<file path="src/ctrl_state_pkg.sv">
////////////////////////////////////////////////////////////////////////////
// controller state package
// state encoding of the main control FSM and the select codes it drives
// towards the fetch stage (pc select, exception target select)
////////////////////////////////////////////////////////////////////////////

package ctrl_state_pkg;

  // main FSM states
  // one register of 4 bits, room left for later states
  typedef enum logic [3:0] {
    RESET,
    BOOT_SET,
    WAIT_SLEEP,
    SLEEP,
    FIRST_FETCH,
    DECODE,
    FLUSH,
    IRQ_TAKEN
  } ctrl_state_e;

  // pc mux select seen by the prefetcher
  // codes 1, 3, 6 and 7 are unused by this controller
  typedef enum logic [2:0] {
    PC_BOOT      = 3'd0,
    PC_JUMP      = 3'd2,
    PC_EXCEPTION = 3'd4,
    PC_ERET      = 3'd5
  } pc_sel_e;

  // exception vector select, only valid with PC_EXCEPTION
  typedef enum logic [1:0] {
    EXC_PC_ILLINSN = 2'd0,
    EXC_PC_ECALL   = 2'd1,
    EXC_PC_IRQ     = 2'd3
  } exc_pc_sel_e;

endpackage

</file>
<file path="src/trap_cause_pkg.sv">
////////////////////////////////////////////////////////////////////////////
// trap cause package
// cause codes, the trap kinds seen by the classifier and the 6-bit cause
// word with its exception and interrupt views
////////////////////////////////////////////////////////////////////////////

package trap_cause_pkg;

  // cause word as written to mcause, and the interrupt id inside it
  localparam int CAUSE_W  = 6;
  localparam int IRQ_ID_W = 5;

  // synchronous exception codes
  localparam logic [CAUSE_W-2:0] EXC_ILLEGAL    = 5'd2;
  localparam logic [CAUSE_W-2:0] EXC_BREAKPOINT = 5'd3;
  localparam logic [CAUSE_W-2:0] EXC_ECALL_M    = 5'd11;

  // one cause word, decoded two ways
  // exception view has the top bit at zero
  // interrupt view has the top bit as the interrupt flag
  typedef union packed {
    struct packed {
      logic                 zero;
      logic [CAUSE_W-2:0]   code;
    } exc;
    struct packed {
      logic                 is_irq;
      logic [IRQ_ID_W-1:0]  id;
    } irq;
  } cause_u;

  // classified flush reason, TRAP_QUIET is a csr status write or pipe flush
  typedef enum logic [2:0] {
    TRAP_NONE,
    TRAP_ECALL,
    TRAP_ILLEGAL,
    TRAP_MRET,
    TRAP_EBREAK,
    TRAP_QUIET
  } trap_kind_e;

endpackage

</file>
<file path="src/trap_if.sv">
////////////////////////////////////////////////////////////////////////////
// trap record interface
// carries the classified trap from the classifier to the control FSM
////////////////////////////////////////////////////////////////////////////

`timescale 1ns/1ns

interface trap_if;
  import ctrl_state_pkg::*;
  import trap_cause_pkg::*;

  // all fields are combinational, valid with the decoder flags
  trap_kind_e   kind;
  logic         flush_req;
  logic         irq_take;
  pc_sel_e      pc_sel;
  exc_pc_sel_e  exc_pc_sel;
  cause_u       exc_cause;
  cause_u       csr_cause;

  // classifier side
  modport classify (
    output kind, flush_req, irq_take, pc_sel, exc_pc_sel, exc_cause, csr_cause
  );

  // FSM side
  modport fsm (
    input  kind, flush_req, irq_take, pc_sel, exc_pc_sel, exc_cause, csr_cause
  );

endinterface

</file>
<file path="src/trap_classify.sv">
////////////////////////////////////////////////////////////////////////////
// trap classifier
// fixed priority over the decoder trap flags, cause word encoding and
// pc / exception target select, plus interrupt request gating
////////////////////////////////////////////////////////////////////////////

`timescale 1ns/1ns

module trap_classify (
  input  logic                                illegal_insn_i,
  input  logic                                ecall_insn_i,
  input  logic                                mret_insn_i,
  input  logic                                ebrk_insn_i,
  input  logic                                csr_status_i,
  input  logic                                pipe_flush_i,
  input  logic                                irq_req_i,
  input  logic                                m_ie_i,
  input  logic [trap_cause_pkg::IRQ_ID_W-1:0] irq_id_i,
  trap_if.classify                            trap
);
  import ctrl_state_pkg::*;
  import trap_cause_pkg::*;

  trap_kind_e  kind;
  pc_sel_e     pc_sel;
  exc_pc_sel_e exc_pc_sel;
  cause_u      exc_word;
  cause_u      csr_word;

  // synchronous exception word, built through the exception view
  function automatic cause_u exc_code(input logic [CAUSE_W-2:0] code);
    cause_u word;
    word.exc.zero = 1'b0;
    word.exc.code = code;
    return word;
  endfunction

  // priority: ecall, illegal, mret, ebreak, then the quiet flushes
  always_comb begin
    if (ecall_insn_i)
      kind = TRAP_ECALL;
    else if (illegal_insn_i)
      kind = TRAP_ILLEGAL;
    else if (mret_insn_i)
      kind = TRAP_MRET;
    else if (ebrk_insn_i)
      kind = TRAP_EBREAK;
    else if (csr_status_i || pipe_flush_i)
      kind = TRAP_QUIET;
    else
      kind = TRAP_NONE;
  end

  // targets and cause words per kind
  always_comb begin
    pc_sel     = PC_BOOT;
    exc_pc_sel = EXC_PC_IRQ;
    exc_word   = '0;
    csr_word   = '0;
    case (kind)
      TRAP_ECALL: begin
        pc_sel     = PC_EXCEPTION;
        exc_pc_sel = EXC_PC_ECALL;
        exc_word   = exc_code(EXC_ECALL_M);
        csr_word   = exc_code(EXC_ECALL_M);
      end
      TRAP_ILLEGAL: begin
        pc_sel     = PC_EXCEPTION;
        exc_pc_sel = EXC_PC_ILLINSN;
        exc_word   = exc_code(EXC_ILLEGAL);
        csr_word   = exc_code(EXC_ILLEGAL);
      end
      TRAP_MRET: begin
        pc_sel = PC_ERET;
      end
      // breakpoint only reports a cause, no redirect
      TRAP_EBREAK: begin
        exc_word = exc_code(EXC_BREAKPOINT);
      end
      TRAP_NONE: begin
        // interrupt view, flag clear towards the vector, set towards mcause
        pc_sel              = PC_EXCEPTION;
        exc_word.irq.is_irq = 1'b0;
        exc_word.irq.id     = irq_id_i;
        csr_word.irq.is_irq = 1'b1;
        csr_word.irq.id     = irq_id_i;
      end
      default: begin
        // quiet flush, nothing beyond the flush itself
        pc_sel = PC_BOOT;
      end
    endcase
  end

  assign trap.kind       = kind;
  assign trap.flush_req  = (kind != TRAP_NONE);
  // interrupt only counts when globally enabled
  assign trap.irq_take   = irq_req_i & m_ie_i;
  assign trap.pc_sel     = pc_sel;
  assign trap.exc_pc_sel = exc_pc_sel;
  assign trap.exc_cause  = exc_word;
  assign trap.csr_cause  = csr_word;

endmodule

</file>
<file path="src/ctrl_fsm.sv">
////////////////////////////////////////////////////////////////////////////
// main control FSM
// boot, fetch, decode, flush, sleep and interrupt entry sequencing,
// driving pc set, halt and csr save / restore strobes per state
////////////////////////////////////////////////////////////////////////////

`timescale 1ns/1ns

module ctrl_fsm (
  input  logic                          clk,
  input  logic                          rst_n,
  input  logic                          fetch_enable_i,
  input  logic                          instr_valid_i,
  input  logic                          id_ready_i,
  input  logic                          branch_set_i,
  input  logic                          jump_set_i,
  input  logic                          branch_in_id_i,
  input  logic                          instr_multicycle_i,
  trap_if.fsm                           trap,
  output logic                          ctrl_busy_o,
  output logic                          first_fetch_o,
  output logic                          is_decoding_o,
  output logic                          instr_req_o,
  output logic                          pc_set_o,
  output ctrl_state_pkg::pc_sel_e       pc_mux_o,
  output ctrl_state_pkg::exc_pc_sel_e   exc_pc_mux_o,
  output trap_cause_pkg::cause_u        exc_cause_o,
  output trap_cause_pkg::cause_u        csr_cause_o,
  output logic                          irq_ack_o,
  output logic                          exc_ack_o,
  output logic                          csr_save_if_o,
  output logic                          csr_save_id_o,
  output logic                          csr_save_cause_o,
  output logic                          csr_restore_mret_o,
  output logic                          halt_if_o,
  output logic                          halt_id_o
);
  import ctrl_state_pkg::*;
  import trap_cause_pkg::*;

  ctrl_state_e ctrl_fsm_cs;
  ctrl_state_e ctrl_fsm_ns;
  logic        irq_allowed;

  // an interrupt may not split a multicycle op or a branch under decision
  assign irq_allowed = trap.irq_take & ~instr_multicycle_i & ~branch_in_id_i;

  //////////////////////////////////////////////////////////////////////////
  // next state and output strobes
  //////////////////////////////////////////////////////////////////////////

  always_comb begin
    ctrl_fsm_ns        = ctrl_fsm_cs;
    ctrl_busy_o        = 1'b1;
    first_fetch_o      = 1'b0;
    is_decoding_o      = 1'b0;
    instr_req_o        = 1'b1;
    pc_set_o           = 1'b0;
    pc_mux_o           = PC_BOOT;
    exc_pc_mux_o       = EXC_PC_IRQ;
    exc_cause_o        = '0;
    csr_cause_o        = '0;
    irq_ack_o          = 1'b0;
    exc_ack_o          = 1'b0;
    csr_save_if_o      = 1'b0;
    csr_save_id_o      = 1'b0;
    csr_save_cause_o   = 1'b0;
    csr_restore_mret_o = 1'b0;
    halt_if_o          = 1'b0;
    halt_id_o          = 1'b0;

    case (ctrl_fsm_cs)
      // idle until the core is enabled
      RESET: begin
        ctrl_busy_o = 1'b0;
        instr_req_o = 1'b0;
        if (fetch_enable_i)
          ctrl_fsm_ns = BOOT_SET;
      end

      // load the boot address into the fetch stage
      BOOT_SET: begin
        pc_set_o    = 1'b1;
        pc_mux_o    = PC_BOOT;
        ctrl_fsm_ns = FIRST_FETCH;
      end

      // one cycle of drain before sleeping
      WAIT_SLEEP: begin
        ctrl_busy_o = 1'b0;
        instr_req_o = 1'b0;
        halt_if_o   = 1'b1;
        halt_id_o   = 1'b1;
        ctrl_fsm_ns = SLEEP;
      end

      // wake on enable or on an enabled interrupt
      SLEEP: begin
        ctrl_busy_o = 1'b0;
        instr_req_o = 1'b0;
        halt_if_o   = 1'b1;
        halt_id_o   = 1'b1;
        if (fetch_enable_i || trap.irq_take)
          ctrl_fsm_ns = FIRST_FETCH;
      end

      // wait for the first instruction to reach ID
      FIRST_FETCH: begin
        first_fetch_o = 1'b1;
        if (id_ready_i)
          ctrl_fsm_ns = DECODE;
      end

      DECODE: begin
        if (instr_valid_i) begin
          is_decoding_o = 1'b1;
          if (branch_set_i || jump_set_i) begin
            // taken branch or jump redirects right away
            pc_set_o = 1'b1;
            pc_mux_o = PC_JUMP;
          end else if (trap.flush_req) begin
            halt_if_o   = 1'b1;
            halt_id_o   = 1'b1;
            ctrl_fsm_ns = FLUSH;
          end else if (irq_allowed) begin
            halt_if_o   = 1'b1;
            halt_id_o   = 1'b1;
            ctrl_fsm_ns = IRQ_TAKEN;
          end
        end else if (trap.irq_take) begin
          // bubble in ID, nothing to protect
          halt_if_o   = 1'b1;
          halt_id_o   = 1'b1;
          ctrl_fsm_ns = IRQ_TAKEN;
        end
      end

      // pipeline empty, act on the held trap
      FLUSH: begin
        halt_if_o    = ~fetch_enable_i;
        halt_id_o    = 1'b1;
        pc_mux_o     = trap.pc_sel;
        exc_pc_mux_o = trap.exc_pc_sel;
        exc_cause_o  = trap.exc_cause;
        csr_cause_o  = trap.csr_cause;
        case (trap.kind)
          TRAP_ECALL, TRAP_ILLEGAL: begin
            pc_set_o         = 1'b1;
            csr_save_id_o    = 1'b1;
            csr_save_cause_o = 1'b1;
          end
          TRAP_MRET: begin
            pc_set_o           = 1'b1;
            csr_restore_mret_o = 1'b1;
          end
          default: begin
            // ebreak and quiet flushes only drain the pipe
            pc_set_o = 1'b0;
          end
        endcase
        if (fetch_enable_i)
          ctrl_fsm_ns = DECODE;
        else
          ctrl_fsm_ns = WAIT_SLEEP;
      end

      // jump to the interrupt vector and save the if-stage pc
      IRQ_TAKEN: begin
        pc_set_o         = 1'b1;
        pc_mux_o         = PC_EXCEPTION;
        exc_pc_mux_o     = EXC_PC_IRQ;
        exc_cause_o      = trap.exc_cause;
        csr_cause_o      = trap.csr_cause;
        csr_save_if_o    = 1'b1;
        csr_save_cause_o = 1'b1;
        irq_ack_o        = 1'b1;
        exc_ack_o        = 1'b1;
        ctrl_fsm_ns      = DECODE;
      end

      default: begin
        instr_req_o = 1'b0;
        ctrl_fsm_ns = RESET;
      end
    endcase
  end

  // state register
  always_ff @(posedge clk or negedge rst_n) begin
    if (!rst_n)
      ctrl_fsm_cs <= RESET;
    else
      ctrl_fsm_cs <= ctrl_fsm_ns;
  end

endmodule

</file>
<file path="src/core_controller.sv">
////////////////////////////////////////////////////////////////////////////
// core controller top
// trap classifier feeding the main control FSM through the trap record
////////////////////////////////////////////////////////////////////////////

`timescale 1ns/1ns

module core_controller (
  input  logic                                clk,
  input  logic                                rst_n,
  input  logic                                fetch_enable_i,
  input  logic                                instr_valid_i,
  input  logic                                id_ready_i,
  input  logic                                branch_set_i,
  input  logic                                jump_set_i,
  input  logic                                branch_in_id_i,
  input  logic                                instr_multicycle_i,
  input  logic                                illegal_insn_i,
  input  logic                                ecall_insn_i,
  input  logic                                mret_insn_i,
  input  logic                                ebrk_insn_i,
  input  logic                                csr_status_i,
  input  logic                                pipe_flush_i,
  input  logic                                irq_req_i,
  input  logic                                m_ie_i,
  input  logic [trap_cause_pkg::IRQ_ID_W-1:0] irq_id_i,
  output logic [trap_cause_pkg::IRQ_ID_W-1:0] irq_id_o,
  output logic                                ctrl_busy_o,
  output logic                                first_fetch_o,
  output logic                                is_decoding_o,
  output logic                                instr_req_o,
  output logic                                pc_set_o,
  output ctrl_state_pkg::pc_sel_e             pc_mux_o,
  output ctrl_state_pkg::exc_pc_sel_e         exc_pc_mux_o,
  output logic [trap_cause_pkg::CAUSE_W-1:0]  exc_cause_o,
  output logic [trap_cause_pkg::CAUSE_W-1:0]  csr_cause_o,
  output logic                                irq_ack_o,
  output logic                                exc_ack_o,
  output logic                                csr_save_if_o,
  output logic                                csr_save_id_o,
  output logic                                csr_save_cause_o,
  output logic                                csr_restore_mret_o,
  output logic                                halt_if_o,
  output logic                                halt_id_o
);

  // classified trap record, combinational from the decoder flags
  trap_if trap_if_inst ();

  trap_classify trap_classify_inst (
    .illegal_insn_i (illegal_insn_i),
    .ecall_insn_i   (ecall_insn_i),
    .mret_insn_i    (mret_insn_i),
    .ebrk_insn_i    (ebrk_insn_i),
    .csr_status_i   (csr_status_i),
    .pipe_flush_i   (pipe_flush_i),
    .irq_req_i      (irq_req_i),
    .m_ie_i         (m_ie_i),
    .irq_id_i       (irq_id_i),
    .trap           (trap_if_inst.classify)
  );

  ctrl_fsm ctrl_fsm_inst (
    .clk                (clk),
    .rst_n              (rst_n),
    .fetch_enable_i     (fetch_enable_i),
    .instr_valid_i      (instr_valid_i),
    .id_ready_i         (id_ready_i),
    .branch_set_i       (branch_set_i),
    .jump_set_i         (jump_set_i),
    .branch_in_id_i     (branch_in_id_i),
    .instr_multicycle_i (instr_multicycle_i),
    .trap               (trap_if_inst.fsm),
    .ctrl_busy_o        (ctrl_busy_o),
    .first_fetch_o      (first_fetch_o),
    .is_decoding_o      (is_decoding_o),
    .instr_req_o        (instr_req_o),
    .pc_set_o           (pc_set_o),
    .pc_mux_o           (pc_mux_o),
    .exc_pc_mux_o       (exc_pc_mux_o),
    .exc_cause_o        (exc_cause_o),
    .csr_cause_o        (csr_cause_o),
    .irq_ack_o          (irq_ack_o),
    .exc_ack_o          (exc_ack_o),
    .csr_save_if_o      (csr_save_if_o),
    .csr_save_id_o      (csr_save_id_o),
    .csr_save_cause_o   (csr_save_cause_o),
    .csr_restore_mret_o (csr_restore_mret_o),
    .halt_if_o          (halt_if_o),
    .halt_id_o          (halt_id_o)
  );

  // id of the interrupt being acknowledged, back to the interrupt controller
  assign irq_id_o = irq_id_i;

endmodule

</file>
<file path="config.mk">
export PLATFORM = sky130hd
export DESIGN_NAME = core_controller
export DESIGN_NICKNAME = d
export VERILOG_FILES = /design/src/ctrl_state_pkg.sv /design/src/trap_cause_pkg.sv /design/src/trap_if.sv /design/src/trap_classify.sv /design/src/ctrl_fsm.sv /design/src/core_controller.sv
export SDC_FILE = /design/constraint.sdc
export NUM_CORES = 1
export LEC_CHECK = 0
export BUFFER_PORTS_ARGS = -buffer_cell sky130_fd_sc_hd__buf_2
export CORE_MARGIN = 2
export CORE_UTILIZATION = 39
export CTS_BUF_LIST = sky130_fd_sc_hd__clkbuf_8
export DETAILED_ROUTE_END_ITERATION = 10
export PLACE_DENSITY = 0.95
export REMOVE_ABC_BUFFERS = 1
export SYNTH_ARGS = -nofsm -noshare
export SYNTH_HDL_FRONTEND = slang
export SYNTH_SLANG_ARGS = --single-unit
</file>
<file path="constraint.sdc">
create_clock -name clk -period 2.88 [get_ports clk]
set_input_delay 0.144 -clock clk [delete_from_list [all_inputs] [get_ports clk]]
set_output_delay 0.144 -clock clk [all_outputs]
set_load 0.005 [all_outputs]
</file>
* Word level (Yosys, flattened, before mapping)
Cells that the tools add are included.
** Cells by class
- Equality and inequality tests :: 17
- Mux-type cells :: 47
- Bitwise operators :: 6
- Reductions and logical operators :: 16
** Operators by type and width (number)
- two-way mux 4 bit :: 8
- one-hot mux 4 bit (8 select lines) :: 1
- two-way mux 3 bit :: 7
- one-hot mux 5 bit (4 select lines) :: 1
- two-way mux 1 bit :: 18
- one-hot mux 6 bit (3 select lines) :: 1
- == test 4 x 3 -> 1 bit (second input constant) :: 4
- OR reduction 3 bit :: 4
- one-hot mux 3 bit (3 select lines) :: 1
- == test 4 x 2 -> 1 bit (second input constant) :: 2
- OR reduction 2 bit :: 4
- == test 3 x 2 -> 1 bit (second input constant) :: 2
- two-way mux 6 bit :: 1
- one-hot mux 1 bit (3 select lines) :: 2
- one-hot mux 3 bit (2 select lines) :: 1
- AND reduction 6 bit :: 1
- two-way mux 5 bit :: 1
- OR reduction 5 bit :: 1
- == test 4 x 1 -> 1 bit (second input constant) :: 1
- zero test 4 bit :: 1
- two-way mux 2 bit :: 2
- != test 2 bit (second input constant) :: 2
- != test 4 x 2 -> 1 bit (second input constant) :: 1
- one-hot mux 1 bit (2 select lines) :: 2
- 11 further kinds :: 17
** Storage, ports and cells
- Bits in registers :: 4
- Word-level logic and storage cells :: 87

* Longest topological paths before layout
- Depth in word-level cells :: 11
- Depth in mapped cells :: 6
- Mapped depth without buffers :: 6

* Cells and area by module
A second synthesis with hierarchy kept.
** Second synthesis, totals
- Cells, all modules :: 126
- Area, all modules :: 813.3 um^2
** By module, submodules not included
- ctrl_fsm :: times used 1, cells an instance 87, area an instance 549.3 um^2
- trap_classify :: times used 1, cells an instance 34, area an instance 226.5 um^2
- core_controller :: times used 1, cells an instance 5, area an instance 37.5 um^2

* Least setup slack after synthesis
Ideal clock, no wire load.
- Path type :: register to output
- Start point :: register ctrl_fsm_inst.ctrl_fsm_cs[1]
- End point :: output exc_cause_o[2] (netlist bit)
- Arrival :: 1.259 ns
- Data required time :: 2.736 ns
- Setup slack :: 1.477 ns
- Cell stages (with the launch flop) :: 6
- Path buffers :: 2
- Cell sequence :: dfrtp_1 > buf_2 > nand2_1 > nor3_1 > and2_1 > buf_4
** On the way
- Cells in the longest elaborated chain, start to end :: 3
- Elaborated cells on any way between the ends :: 4
- Classes of those cells :: 2 x eq/ne; 1 x mux; 1 x reduce/logical
** Ends and longest elaborated chain
- start: declaration :: RTL line ctrl_fsm.sv:41 : ctrl_state_e ctrl_fsm_cs;
- start signal: assignment :: RTL line ctrl_fsm.sv:193 : ctrl_fsm_cs <= ctrl_fsm_ns;
- == test 4 x 3 -> 1 bit :: RTL line ctrl_fsm.sv:72 : case (ctrl_fsm_cs)
- OR reduction 2 bit (no source line) *
- two-way mux 5 bit * :: RTL line ctrl_fsm.sv:72
- end: declaration :: RTL line core_controller.sv:35 : output logic [trap_cause_pkg::CAUSE_W-1:0] exc_cause_o,
Mark *: on every way between the ends. The rest lies on a longest branch, timed or not.

* Worst setup path in the final report
- Start point :: register ctrl_fsm_inst.ctrl_fsm_cs[0]
- End point :: output halt_id_o
** On the way
- Cells in the longest elaborated chain, start to end :: 3
- Elaborated cells on any way between the ends :: 6
- Classes of those cells :: 4 x eq/ne; 1 x mux; 1 x reduce/logical
** Ends and longest elaborated chain
- == test 4 x 2 -> 1 bit or == test 4 x 3 -> 1 bit (tied branches) :: RTL line ctrl_fsm.sv:72
- OR reduction 3 bit (no source line)
- one-hot mux 1 bit (2 select lines) * :: RTL line ctrl_fsm.sv:72
- end: declaration :: RTL line core_controller.sv:44 : output logic halt_id_o
Marks and branches as above.

==> results.cfg <==
[drt]
drtIter0Drc = 10
drc = 0
vias = 765
vias_per_cell = 5.10
first_pass_iters = 4
wl_per_cell_um = 10.7
antenna_left = 0
wirelength_mm = 1.60

[worst_setup_path]
required_ns = 2.74
endpoint_kind = output port
cpMaxStageDelayCell = dfrtp_1
crit_type = reg2out
path_cells = nand2_1 > or2_2 > o22ai_1 > a21o_1 > buf_2
path_buf_inv = 1
path_max_fanout = 16
start_kind = flip-flop
critical-path-top-delay-family = flip-flops
cp_slowest_stage_delay_ns = 0.60
crit_arrival_ns = 1.82

[finish]
reg.largest.list = ctrl_fsm_inst.ctrl_fsm_cs x3
fin_nets = 158
fillers = 120
regMostFlops = ctrl_fsm_inst.ctrl_fsm_cs
final_cells = 150
drive_above_1_share_pct = 46.7
areaGrowthSynthToFinish_pct = 45.2
antenna-diode-count = 0
largest_reg_flops = 3

[global_routing]
antenna_found_initial = 0
gr-usage-all-layers_pct = 18.1
grt_pass1_wl_mm = 2.61
grt_pass1_vias = 646
overflow = 0
grt_max_degree = 17

[clock_tree]
cts.sinks = 3
cts-buffers-inserted = 3
cts_tree = done
clock_latency_ns = 0.22
cts_resized = 0
ctsRootBufferMaster = clkbuf_8
cts_max_path_buffers = 2
clkSlewWorstSetupHoldPaths_ns = 0.03
ctsHtreeMaxLevel = 1

[yosys]
synth-warning-count = 0
synth_most_common_cell = nor2_1
netlist.area_leader.share_pct = 13.0
async_reset_ff_share_pct = 100
synth_edf_count = 0
postSynthCellCount = 88
synth_ff_type = dfrtp_1
ys_top_cells_by_count = 18 x nor2_1, 10 x buf_4, 6 x a21oi_1
yosys.area.top_type = buf_4
ys_ff_latch = 3
ys_seq_area_share_pct = 13.0
synth_area_um2 = 578
ys_types = 31
synth.avg_cell_area_um2 = 6.57
yosys-top-cells-area = buf_4 13%, dfrtp_1 13%, nor2_1 12%

[floorplan]
pin_count = 57
core_um2 = 1350
die_h_um = 42.5
die_x_um = 42.5
floorplan.initialDensity_pct = 42.8
die_area_um2 = 1810
rows = 13

[pwr]
cellPowerDensity_nw_per_um2 = 703
ir_drop_mv = 0.342
power.total_w = 0.000590
p_leak_nw = 0.497

[sta]
finClkSkew_ns = 0.00514
max-slew-margin-rel_pct = 64.0
setup_viol = 0
setup_tns_ns = 0
layout_worst_path_cycle_share_pct = 68.4
tightestPinTransition_ns = 0.533
hold_viol = 0
fin_hold_ws_ns = 0.250
fin_ws_ns = 0.911
finalMaxSlewViolations = 0
period_minus_slack_ns = 1.97
rsz0062_at_grt = false
max_freq_mhz = 508

[run]
drv_cap = 0

[placed_design]
gp_congestion = 0.791
numPlacedInstances = 145
pre_cts_slack_ns = 1.16
portBuffers = 55
hpwl_mm = 1.27

[run_status]
outcome = finished, final reports clean

[hold_path]
hold_path_class = in2async
power by group:
part | switching, W | internal [W] | leakage (nW) | total [W]
clock | 0.0000265 | 0.0000906 | 0.0269 | 0.000117
combinational | 0.000175 | 0.000181 | 0.436 | 0.000356
sequential | 0.0000578 | 0.0000593 | 0.0337 | 0.000117
total | 0.000259 | 0.000331 | 0.497 | 0.000590
timing repair:
item / CTS / global route
setup buffers: 0 / 0
endpoints found under the hold margin: 3 / 0
hold buffers: 1 / 0
final cells by class:
cell class / instances / area, um^2 / area share (%)
Clock buffer: 3 / 41.3 / 4.92
Timing Repair Buffer: 56 / 285 / 34.0
Sequential cell: 3 / 75.1 / 8.94
Tap cell: 15 / 18.8 / 2.24
Inverter: 3 / 11.3 / 1.34
Clock inverter: 1 / 3.75 / 0.447
Multi-Input combinational cell: 69 / 404 / 48.1
cells by family after synthesis:
logic type,synth area share (%)
AO/OA/AOI/OAI,31.6
flip-flops,13.0
AND/OR/NAND/NOR,37.7
buffers and inverters,17.1
other,0.649
layout by cell type, fill, tap and decap left out, types with 2 or more instances in the layout:
cell type / instances
buf_2: 55
nor2_1: 18
a21oi_1: 6
nand2_1: 5
o21ai_0: 5
and2_1: 5
a21o_1: 4
inv_1: 4
and3_1: 3
nor3_1: 3
clkbuf_8: 3
dfrtp_1: 3
nand2b_1: 2
or3_1: 2
metrics by stage:
step           instance area [um^2]  utilization [%]
3_3_place_gp                    785             58.1
6_report                        840             62.2
4_1_cts                         840             62.2
3_5_place_dp                    785             58.1
2_1_floorplan                   490                -
5_1_grt                         840             62.2
routing by layer:
layer | track usage (%) | wire, um | vias up | part of all wire (%)
met3 | 3.02 | 118 | 0 | 7.4
met1 | 21.4 | 651 | 334 | 41
li1 | - | - | 396 | -
met5 | 0 | 0 | - | 0
met4 | 3.75 | 0 | 0 | 0
met2 | 33.5 | 831 | 35 | 52
worst paths after layout:
check | from | endpoint | slack (ns) | cells past startpoint
worst min-delay path | rst_n | ctrl_fsm_inst.ctrl_fsm_cs[1] | 0.25 | 2
worst max register to register | ctrl_fsm_inst.ctrl_fsm_cs[0] | ctrl_fsm_inst.ctrl_fsm_cs[0] | 1.12 | 5
max in group asynchronous | rst_n | ctrl_fsm_inst.ctrl_fsm_cs[2] | 2.52 | 2
worst min register to register | ctrl_fsm_inst.ctrl_fsm_cs[2] | ctrl_fsm_inst.ctrl_fsm_cs[2] | 0.77 | 1
min in group clk | fetch_enable_i | ctrl_fsm_inst.ctrl_fsm_cs[2] | 0.35 | 3
worst max-delay path | ctrl_fsm_inst.ctrl_fsm_cs[0] | halt_id_o | 0.91 | 5
Power figures use the tool's default switching activity.
